`src/csa_cfg_pkg.sv`:
```
`default_nettype none

package csa_cfg_pkg;

	// ==============================
	// word and field widths
	// ==============================

	// host side word, every job and result field is a multiple of it
	localparam int WORD_W = 32;

	// seed, candidate, mask and value all share this width
	localparam int DATA_W = 2 * WORD_W;

	localparam int JOB_W = 5 * WORD_W;
	localparam int RES_W = 7 * WORD_W;

	// ==============================
	// queue depths
	// ==============================

	localparam int IN_DEPTH  = 8;
	localparam int OUT_DEPTH = 8;

	// ==============================
	// reduced mixing cipher
	// ==============================

	localparam int ROUNDS  = 4;
	localparam int ROT_AMT = 13;

	// odd additive constant so every round changes the low bit pattern
	localparam logic [DATA_W-1:0] ROUND_C = 64'h9e37_79b9_7f4a_7c15;

	// key trial FSM state codes
	localparam logic [1:0] ST_IDLE  = 2'd0;
	localparam logic [1:0] ST_FETCH = 2'd1;
	localparam logic [1:0] ST_TRIAL = 2'd2;
	localparam logic [1:0] ST_EMIT  = 2'd3;

endpackage

`default_nettype wire

```
`src/csa_job_pkg.sv`:
```
`default_nettype none

package csa_job_pkg;

	// ==============================
	// job word, five bus words
	// ==============================

	// first member lands in the most significant word
	typedef struct packed {
		logic [csa_cfg_pkg::WORD_W-1:0] times_start;
		logic [csa_cfg_pkg::WORD_W-1:0] times;
		logic [csa_cfg_pkg::DATA_W-1:0] seed;
		logic [csa_cfg_pkg::WORD_W-1:0] block;
	} job_fields_t;

	// the input FIFO stores raw bits, the core reads the fields
	typedef union packed {
		logic [csa_cfg_pkg::JOB_W-1:0] raw;
		job_fields_t                    f;
	} job_word_u;

	// ==============================
	// result word, seven bus words
	// ==============================

	// cand is zero and hit_key is times_start for a job with no trials
	typedef struct packed {
		logic [csa_cfg_pkg::DATA_W-1:0] cand;
		logic [csa_cfg_pkg::WORD_W-1:0] status;
		logic [csa_cfg_pkg::WORD_W-1:0] hit_key;
		logic [csa_cfg_pkg::DATA_W-1:0] seed;
		logic [csa_cfg_pkg::WORD_W-1:0] block;
	} res_fields_t;

	// status bit 0 is the hit flag, the other bits stay zero
	typedef union packed {
		logic [csa_cfg_pkg::RES_W-1:0] raw;
		res_fields_t                    f;
	} res_word_u;

endpackage

`default_nettype wire

```
`src/fifo_rd_if.sv`:
```
`timescale 1ns/1ps
`default_nettype none

// read side of a FIFO, rdata is valid while rvalid is high
interface fifo_rd_if #(
	parameter int WIDTH = 32
);

	logic             ren;
	logic [WIDTH-1:0] rdata;
	logic             empty;
	logic             rvalid;

	modport fifo (
		input  ren,
		output rdata,
		output empty,
		output rvalid
	);

	modport reader (
		output ren,
		input  rdata,
		input  empty,
		input  rvalid
	);

endinterface

`default_nettype wire

```
`src/sync_fifo.sv`:
```
`timescale 1ns/1ps
`default_nettype none

module sync_fifo #(
	parameter int WIDTH = 32,
	parameter int DEPTH = 8
) (
	input  logic             clk,
	input  logic             rst_n,

	input  logic             wen_i,
	input  logic [WIDTH-1:0] wdata_i,
	output logic             full_o,

	fifo_rd_if.fifo          rd
);

	logic [WIDTH-1:0]           mem [DEPTH];
	logic [$clog2(DEPTH)-1:0]   wr_ptr;
	logic [$clog2(DEPTH)-1:0]   rd_ptr;
	logic [$clog2(DEPTH+1)-1:0] count;
	logic                       wr_ok;
	logic                       rd_ok;

	// requests against a full or empty buffer are dropped here
	assign wr_ok = wen_i && !full_o;
	assign rd_ok = rd.ren && !rd.empty;

	assign full_o   = (count == DEPTH);
	assign rd.empty = (count == '0);

	// storage and read data register
	always_ff @(posedge clk) begin
		if (wr_ok) begin
			mem[wr_ptr] <= wdata_i;
		end
		if (rd_ok) begin
			rd.rdata <= mem[rd_ptr];
		end
	end

	always_ff @(posedge clk) begin
		if (!rst_n) begin
			wr_ptr    <= '0;
			rd_ptr    <= '0;
			count     <= '0;
			rd.rvalid <= 1'b0;
		end else begin
			rd.rvalid <= rd_ok;

			if (wr_ok) begin
				wr_ptr <= (wr_ptr == DEPTH - 1) ? '0 : wr_ptr + 1'b1;
			end
			if (rd_ok) begin
				rd_ptr <= (rd_ptr == DEPTH - 1) ? '0 : rd_ptr + 1'b1;
			end

			// a read and a write in the same cycle leave the count alone
			case ({wr_ok, rd_ok})
				2'b10:   count <= count + 1'b1;
				2'b01:   count <= count - 1'b1;
				default: count <= count;
			endcase
		end
	end

endmodule

`default_nettype wire

```
`src/trial_cipher.sv`:
```
`timescale 1ns/1ps
`default_nettype none

module trial_cipher (
	input  logic [csa_cfg_pkg::DATA_W-1:0] seed_i,
	input  logic [csa_cfg_pkg::WORD_W-1:0] key_i,
	output logic [csa_cfg_pkg::DATA_W-1:0] cand_o
);

	import csa_cfg_pkg::*;

	logic [DATA_W-1:0] key_word;
	logic [DATA_W-1:0] stage [ROUNDS+1];

	// key in the upper half, its inverse in the lower half
	assign key_word = {key_i, ~key_i};

	assign stage[0] = seed_i;

	// ==============================
	// unrolled rounds
	// ==============================

	// every round sees the same key word, so the whole chain
	// settles within one clock and a new key can enter each cycle
	for (genvar r = 0; r < ROUNDS; r++) begin : g_round
		logic [DATA_W-1:0] mixed;
		logic [DATA_W-1:0] rotated;

		assign mixed = stage[r] ^ key_word;

		// rotate left by ROT_AMT
		assign rotated = {
			mixed[DATA_W-ROT_AMT-1:0],
			mixed[DATA_W-1:DATA_W-ROT_AMT]
		};

		// carry out of bit 63 is dropped
		assign stage[r+1] = rotated + ROUND_C;
	end

	assign cand_o = stage[ROUNDS];

endmodule

`default_nettype wire

```
`src/key_trial_core.sv`:
```
`timescale 1ns/1ps
`default_nettype none

module key_trial_core (
	input  logic                           clk,
	input  logic                           rst_n,

	input  logic [csa_cfg_pkg::DATA_W-1:0] mask_i,
	input  logic [csa_cfg_pkg::DATA_W-1:0] value_i,

	fifo_rd_if.reader                      job,

	output logic                           res_wen_o,
	output csa_job_pkg::res_word_u         res_wdata_o,
	input  logic                           res_full_i
);

	import csa_cfg_pkg::*;
	import csa_job_pkg::*;

	logic [1:0]        state;
	job_word_u         job_w;
	res_word_u         res_q;
	logic [WORD_W-1:0] key_q;
	logic [WORD_W-1:0] remain_q;
	logic [DATA_W-1:0] cand;
	logic              hit;

	assign job_w.raw = job.rdata;

	// seed is taken from the result register, where it is latched at fetch
	trial_cipher u_cipher (
		.seed_i (res_q.f.seed),
		.key_i  (key_q),
		.cand_o (cand)
	);

	assign hit = (cand & mask_i) == (value_i & mask_i);

	// only pop a job when its result has somewhere to go
	assign job.ren = (state == ST_IDLE) && !job.empty && !res_full_i;

	assign res_wen_o   = (state == ST_EMIT) && !res_full_i;
	assign res_wdata_o = res_q;

	// ==============================
	// control FSM
	// ==============================

	always_ff @(posedge clk) begin
		if (!rst_n) begin
			state <= ST_IDLE;
		end else begin
			case (state)
				ST_IDLE: begin
					if (job.ren) begin
						state <= ST_FETCH;
					end
				end
				ST_FETCH: begin
					if (job.rvalid) begin
						state <= (job_w.f.times == '0) ? ST_EMIT : ST_TRIAL;
					end
				end
				ST_TRIAL: begin
					// stop on the first hit or after the last key
					if (hit || remain_q == 1) begin
						state <= ST_EMIT;
					end
				end
				ST_EMIT: begin
					if (res_wen_o) begin
						state <= ST_IDLE;
					end
				end
				default: state <= ST_IDLE;
			endcase
		end
	end

	// ==============================
	// job and result payload
	// ==============================

	always_ff @(posedge clk) begin
		if (state == ST_FETCH && job.rvalid) begin
			key_q    <= job_w.f.times_start;
			remain_q <= job_w.f.times;

			res_q.f.block <= job_w.f.block;
			res_q.f.seed  <= job_w.f.seed;

			// this is already the result for a zero trial count
			res_q.f.hit_key <= job_w.f.times_start;
			res_q.f.status  <= '0;
			res_q.f.cand    <= '0;
		end

		if (state == ST_TRIAL) begin
			res_q.f.cand    <= cand;
			res_q.f.hit_key <= key_q;
			res_q.f.status  <= {{(WORD_W-1){1'b0}}, hit};

			key_q    <= key_q + 1'b1;
			remain_q <= remain_q - 1'b1;
		end
	end

endmodule

`default_nettype wire

```
`src/csa_trial_wrap.sv`:
```
`timescale 1ns/1ps
`default_nettype none

module csa_trial_wrap (
	input  logic                           clk,
	input  logic                           rst_n,

	input  logic [csa_cfg_pkg::DATA_W-1:0] mask_i,
	input  logic [csa_cfg_pkg::DATA_W-1:0] value_i,

	input  logic                           job_wr_i,
	input  logic [csa_cfg_pkg::JOB_W-1:0]  job_data_i,
	output logic                           job_full_o,
	output logic                           job_empty_o,

	input  logic                           res_rd_i,
	output logic                           res_valid_o,
	output logic [csa_cfg_pkg::RES_W-1:0]  res_data_o
);

	import csa_cfg_pkg::*;
	import csa_job_pkg::*;

	fifo_rd_if #(.WIDTH(JOB_W)) job_rd ();
	fifo_rd_if #(.WIDTH(RES_W)) res_rd ();

	logic      res_wen;
	logic      res_full;
	res_word_u res_wdata;

	// host writes jobs straight into this one
	sync_fifo #(
		.WIDTH (JOB_W),
		.DEPTH (IN_DEPTH)
	) u_job_fifo (
		.clk     (clk),
		.rst_n   (rst_n),
		.wen_i   (job_wr_i),
		.wdata_i (job_data_i),
		.full_o  (job_full_o),
		.rd      (job_rd.fifo)
	);

	sync_fifo #(
		.WIDTH (RES_W),
		.DEPTH (OUT_DEPTH)
	) u_res_fifo (
		.clk     (clk),
		.rst_n   (rst_n),
		.wen_i   (res_wen),
		.wdata_i (res_wdata.raw),
		.full_o  (res_full),
		.rd      (res_rd.fifo)
	);

	key_trial_core u_core (
		.clk         (clk),
		.rst_n       (rst_n),
		.mask_i      (mask_i),
		.value_i     (value_i),
		.job         (job_rd.reader),
		.res_wen_o   (res_wen),
		.res_wdata_o (res_wdata),
		.res_full_i  (res_full)
	);

	assign job_empty_o = job_rd.empty;

	// result read side goes out as plain pins
	assign res_rd.ren  = res_rd_i;
	assign res_valid_o = !res_rd.empty;
	assign res_data_o  = res_rd.rdata;

endmodule

`default_nettype wire

```
`config.mk`:
```
export PLATFORM = sky130hd
export DESIGN_NAME = csa_trial_wrap
export DESIGN_NICKNAME = d
export VERILOG_FILES = /design/src/csa_cfg_pkg.sv /design/src/csa_job_pkg.sv /design/src/fifo_rd_if.sv /design/src/sync_fifo.sv /design/src/trial_cipher.sv /design/src/key_trial_core.sv /design/src/csa_trial_wrap.sv
export SDC_FILE = /design/constraint.sdc
export NUM_CORES = 2
export LEC_CHECK = 0
export BUFFER_PORTS_ARGS = -buffer_cell sky130_fd_sc_hd__buf_2
export CORE_ASPECT_RATIO = 0.7
export CORE_MARGIN = 10
export CORE_UTILIZATION = 45
export DETAILED_ROUTE_END_ITERATION = 16
export HOLD_SLACK_MARGIN = 0.15
export PLACE_DENSITY = 0.57
export SYNTH_ARGS = -nofsm -noshare
export SYNTH_HDL_FRONTEND = slang
export SYNTH_SLANG_ARGS = --single-unit
```
`constraint.sdc`:
```
create_clock -name clk -period 22.5 [get_ports clk]
set_input_delay 4.5 -clock clk [delete_from_list [all_inputs] [get_ports clk]]
set_output_delay 4.5 -clock clk [all_outputs]
set_load 0.005 [all_outputs]
```
==> impl_metrics.tcl <==
set metrics [dict create \
    cts_tree "built" \
    crit_arrival_ns 15.38 \
    drt_pass1_iterations 6 \
    reg2reg_depth 37 \
    finalInstanceArea_um2 168000 \
    hold_violations 0 \
    yosys.area_share.simple_pct 5.53 \
    cts_resized 0 \
    place_area_um2 157000 \
    ant_nets 0 \
    cp-startpoint "u_core.key_q[19]$_DFFE_PP_" \
    critPathCapture "u_core.state[1]$_SDFFE_PN0P_" \
    synth_flop_cell "edfxtp_1" \
    grt_max_degree 124 \
    overflow 0 \
    root_buffer "clkbuf_16" \
    yosys_warnings 0 \
    dieArea_um2 352000 \
    synth-edff-count 3434 \
    start_util_pct 45.1 \
    die_w_um 705 \
    clock_skew_ns 0.0922 \
    avgViaCountPerCell 6.20 \
    synth_compound_area_share_pct 5.02 \
    rows 176 \
    maxSlewViolCount 0 \
    first_iter_violations 11110 \
    grt_pass1_vias 82569 \
    clock_path_buffers 4 \
    cpMaxStageDelayCell "nor4_1" \
    crit_required_ns 23.29 \
    cp-end-kind "flip-flop" \
    crit_fanout 15 \
    grt_setup_unrepaired "false" \
    rr_endpoint "u_core.state[1]$_SDFFE_PN0P_" \
    drive_gt1_share_pct 27.1 \
    vias 84849 \
    rrSetupSlack_ns 7.91 \
    io_pins 519 \
    clkTransAtPathRegs_ns 0.06 \
    grt_pass1_wl_um 690000 \
    max_cap_violations 0 \
    syn_inst 8247 \
    synth_top_family_by_area "multiplexers" \
    holdBufCountCts 0 \
    dp_hpwl_um 351000 \
    hold_path_depth 0 \
    area.growth.synth_to_final_pct 13.3 \
    die_h_um 500 \
    ys_seq_area_share_pct 70.0 \
    final_nets 9355 \
    clk_latency_ns 0.92 \
    layout_min_cycle_time_ns 14.59 \
    tightestPinTransition_ns 1.44 \
    path_class "flip-flop to flip-flop" \
    slew_headroom_pct 3.25 \
    synth_area_um2 148000 \
    wire_per_inst_um 36.6 \
    synth_cell_types 137 \
    synth_fa_ha_area_share_pct 0.247 \
    ys_seq_elements 3457 \
    synthXorXnorAreaFrac_pct 4.18 \
    synth_top_area_cell "edfxtp_1" \
    fmax_ghz 0.0685 \
    hp-class "flip-flop to flip-flop" \
    finalCritPeriodShare_pct 64.9 \
    drt_wl_total_um 501000 \
    fin_setup_tns_ns 0 \
    antenna_found_initial 84 \
    cts_buffers 333 \
    synth-async-reset-ratio_pct 0 \
    post-route-util_pct 51.1 \
    avgSynthCellArea_um2 17.9 \
    cts_htree_levels 5 \
    place_congestion 1.02 \
    setup_viol 0 \
    drcViolationCount 0 \
    outcome "complete, no violations" \
    core_area_um2 328000 \
    slowest_delay_ns 1.22 \
    io_buffers 487 \
    grt.total_usage_pct 27.7 \
    synthMuxAreaShare_pct 13.8 \
    synthTopCellsByArea "edfxtp_1, mux4_2, mux2_2" \
    synth_top_area_share_pct 69.7 \
    clock-sinks 3457 \
    r2r_start "u_core.key_q[19]$_DFFE_PP_" \
    postCtsSetupRepairBufs 0 \
    start_kind "flip-flop" \
]
## metrics by stage
stage / setup slack (ns) / std cells / hold slack (ns)
finish: 7.91 / 13677 / 0.392
global route: 7.79 / 13666 / 0.382
CTS: 8.91 / 13651 / 0.376
detailed placement: 8.93 / 13060 / 0.405
global placement: 9.11 / 13059 / 0.405
floorplan: 1.65 / 8277 / 0.400
## worst min path at each step
stage,from,endpoint,slack [ns]
floorplan,u_job_fifo.rd.rdata[0]$_DFFE_PP_,u_core.res_wdata_o[0]$_DFFE_PP_,0.40
global placement,u_job_fifo.rd.rdata[51]$_DFFE_PP_,u_core.res_wdata_o[51]$_DFFE_PP_,0.40
detailed placement,u_job_fifo.rd.rdata[79]$_DFFE_PP_,u_core.res_wdata_o[79]$_DFFE_PP_,0.41
CTS,u_job_fifo.rd.rdata[35]$_DFFE_PP_,u_core.res_wdata_o[35]$_DFFE_PP_,0.38
global route,u_job_fifo.rd.rdata[35]$_DFFE_PP_,u_core.res_wdata_o[35]$_DFFE_PP_,0.38
finish,u_job_fifo.rd.rdata[35]$_DFFE_PP_,u_core.res_wdata_o[35]$_DFFE_PP_,0.39
## state kept, by name, indices dropped and copies added (netlist names), 4 cells and up
signal               cells
u_core.res_wdata_o     193
u_job_fifo.rd.rdata    160
u_res_fifo.count         4
u_job_fifo.count         4
u_res_fifo.mem        1544
u_core.remain_q         32
u_res_fifo.rd.rdata    193
u_job_fifo.mem        1280
u_core.key_q            32
## worst max-delay path: cells and delay by family (launching register included)
kind	cells	cell delay, ns
adder cells (fa/ha/maj)	3	0.80
XOR/XNOR	1	0.38
AND/OR/NAND/NOR	14	5.91
multiplexers	1	0.18
flip-flops	1	0.57
AO/OA/AOI/OAI	15	5.73
buffers and inverters	3	0.90
## logic make-up after synthesis
kind of cell,after synthesis
flops,3457
buf+inv,419
simple gates,1578
fa+ha+maj,28
xor+xnor,644
compound gates,1008
other cells,1
mux,1112
## synthesized netlist by cell type, drive strengths merged (20+ instances only)
cell,number
edfxtp,3434
a31oi,42
a22o,24
nor2b,24
or4,29
o211a,24
a211o,20
mux4,706
o21a,23
and2,59
xnor3,20
nor2,351
o21ai,166
ha,26
buf,178
nand2b,35
nand4,89
nor4,96
a21oi,228
clkbuf,183
xor2,208
a2111oi,35
nor3,166
o2111ai,24
inv,57
a211oi,62
dfxtp,23
nand2,347
a21o,32
mux2i,40
o211ai,58
nand3,165
mux2,366
or3,40
and3,64
or2,36
xnor2,412
## layout make-up
class / instances / area, um^2
tap: 4361 / 5460
clock buffer: 401 / 8630
multi-input combinational: 4401 / 42900
antenna: 25 / 62.6
sequential: 3457 / 104000
inverter: 58 / 238
fill: 26694 / 160000
timing repair buffer: 784 / 4830
clock inverter: 190 / 1840
## placed cells by master (no fill, tap or decap), types with 24 or more instances in the layout
| master | synthesis | layout |
|---|---|---|
| a22o_1 | 24 | 24 |
| or2_2 | 31 | 31 |
| buf_4 | 44 | 283 |
| or4_1 | 27 | 27 |
| nand2_1 | 346 | 345 |
| mux4_2 | 706 | 706 |
| a31oi_1 | 41 | 41 |
| a21o_1 | 31 | 31 |
| bufinv_16 | 0 | 27 |
| a21oi_1 | 222 | 222 |
| nor4_1 | 84 | 79 |
| ha_1 | 26 | 25 |
| o21ai_1 | 27 | 36 |
| nand2b_1 | 35 | 35 |
| nor3_1 | 158 | 149 |
| xnor2_1 | 406 | 399 |
| clkbuf_16 | 0 | 335 |
| o21ai_0 | 134 | 124 |
| or3_1 | 39 | 39 |
| conb_1 | 1 | 31 |
| xor2_1 | 193 | 193 |
| o211ai_1 | 56 | 56 |
| edfxtp_1 | 3434 | 3434 |
| and3_1 | 64 | 63 |
| mux2i_1 | 40 | 40 |
| inv_1 | 56 | 54 |
| clkbuf_1 | 183 | 66 |
| a211oi_1 | 49 | 49 |
| o211a_1 | 24 | 24 |
| nand3_1 | 162 | 161 |
| mux2_2 | 366 | 366 |
| nand4_1 | 88 | 88 |
| nor2_1 | 347 | 340 |
| and2_1 | 58 | 58 |
| nor2b_1 | 24 | 24 |
| a2111oi_0 | 26 | 24 |
| diode_2 | 0 | 25 |
| clkinv_2 | 0 | 60 |
| buf_2 | 34 | 488 |
| clkinv_1 | 1 | 64 |
## layer usage
layer	share of wire, %	routed length [um]	track usage, %
met5	0.089	444	0.749
met4	1.9	9560	4.85
met3	9.4	46900	6.82
met2	41	205000	38.2
met1	48	238000	44.6
Power is not shown: default switching activity piles up to over one toggle a cycle in this logic, so the estimate is an artifact.
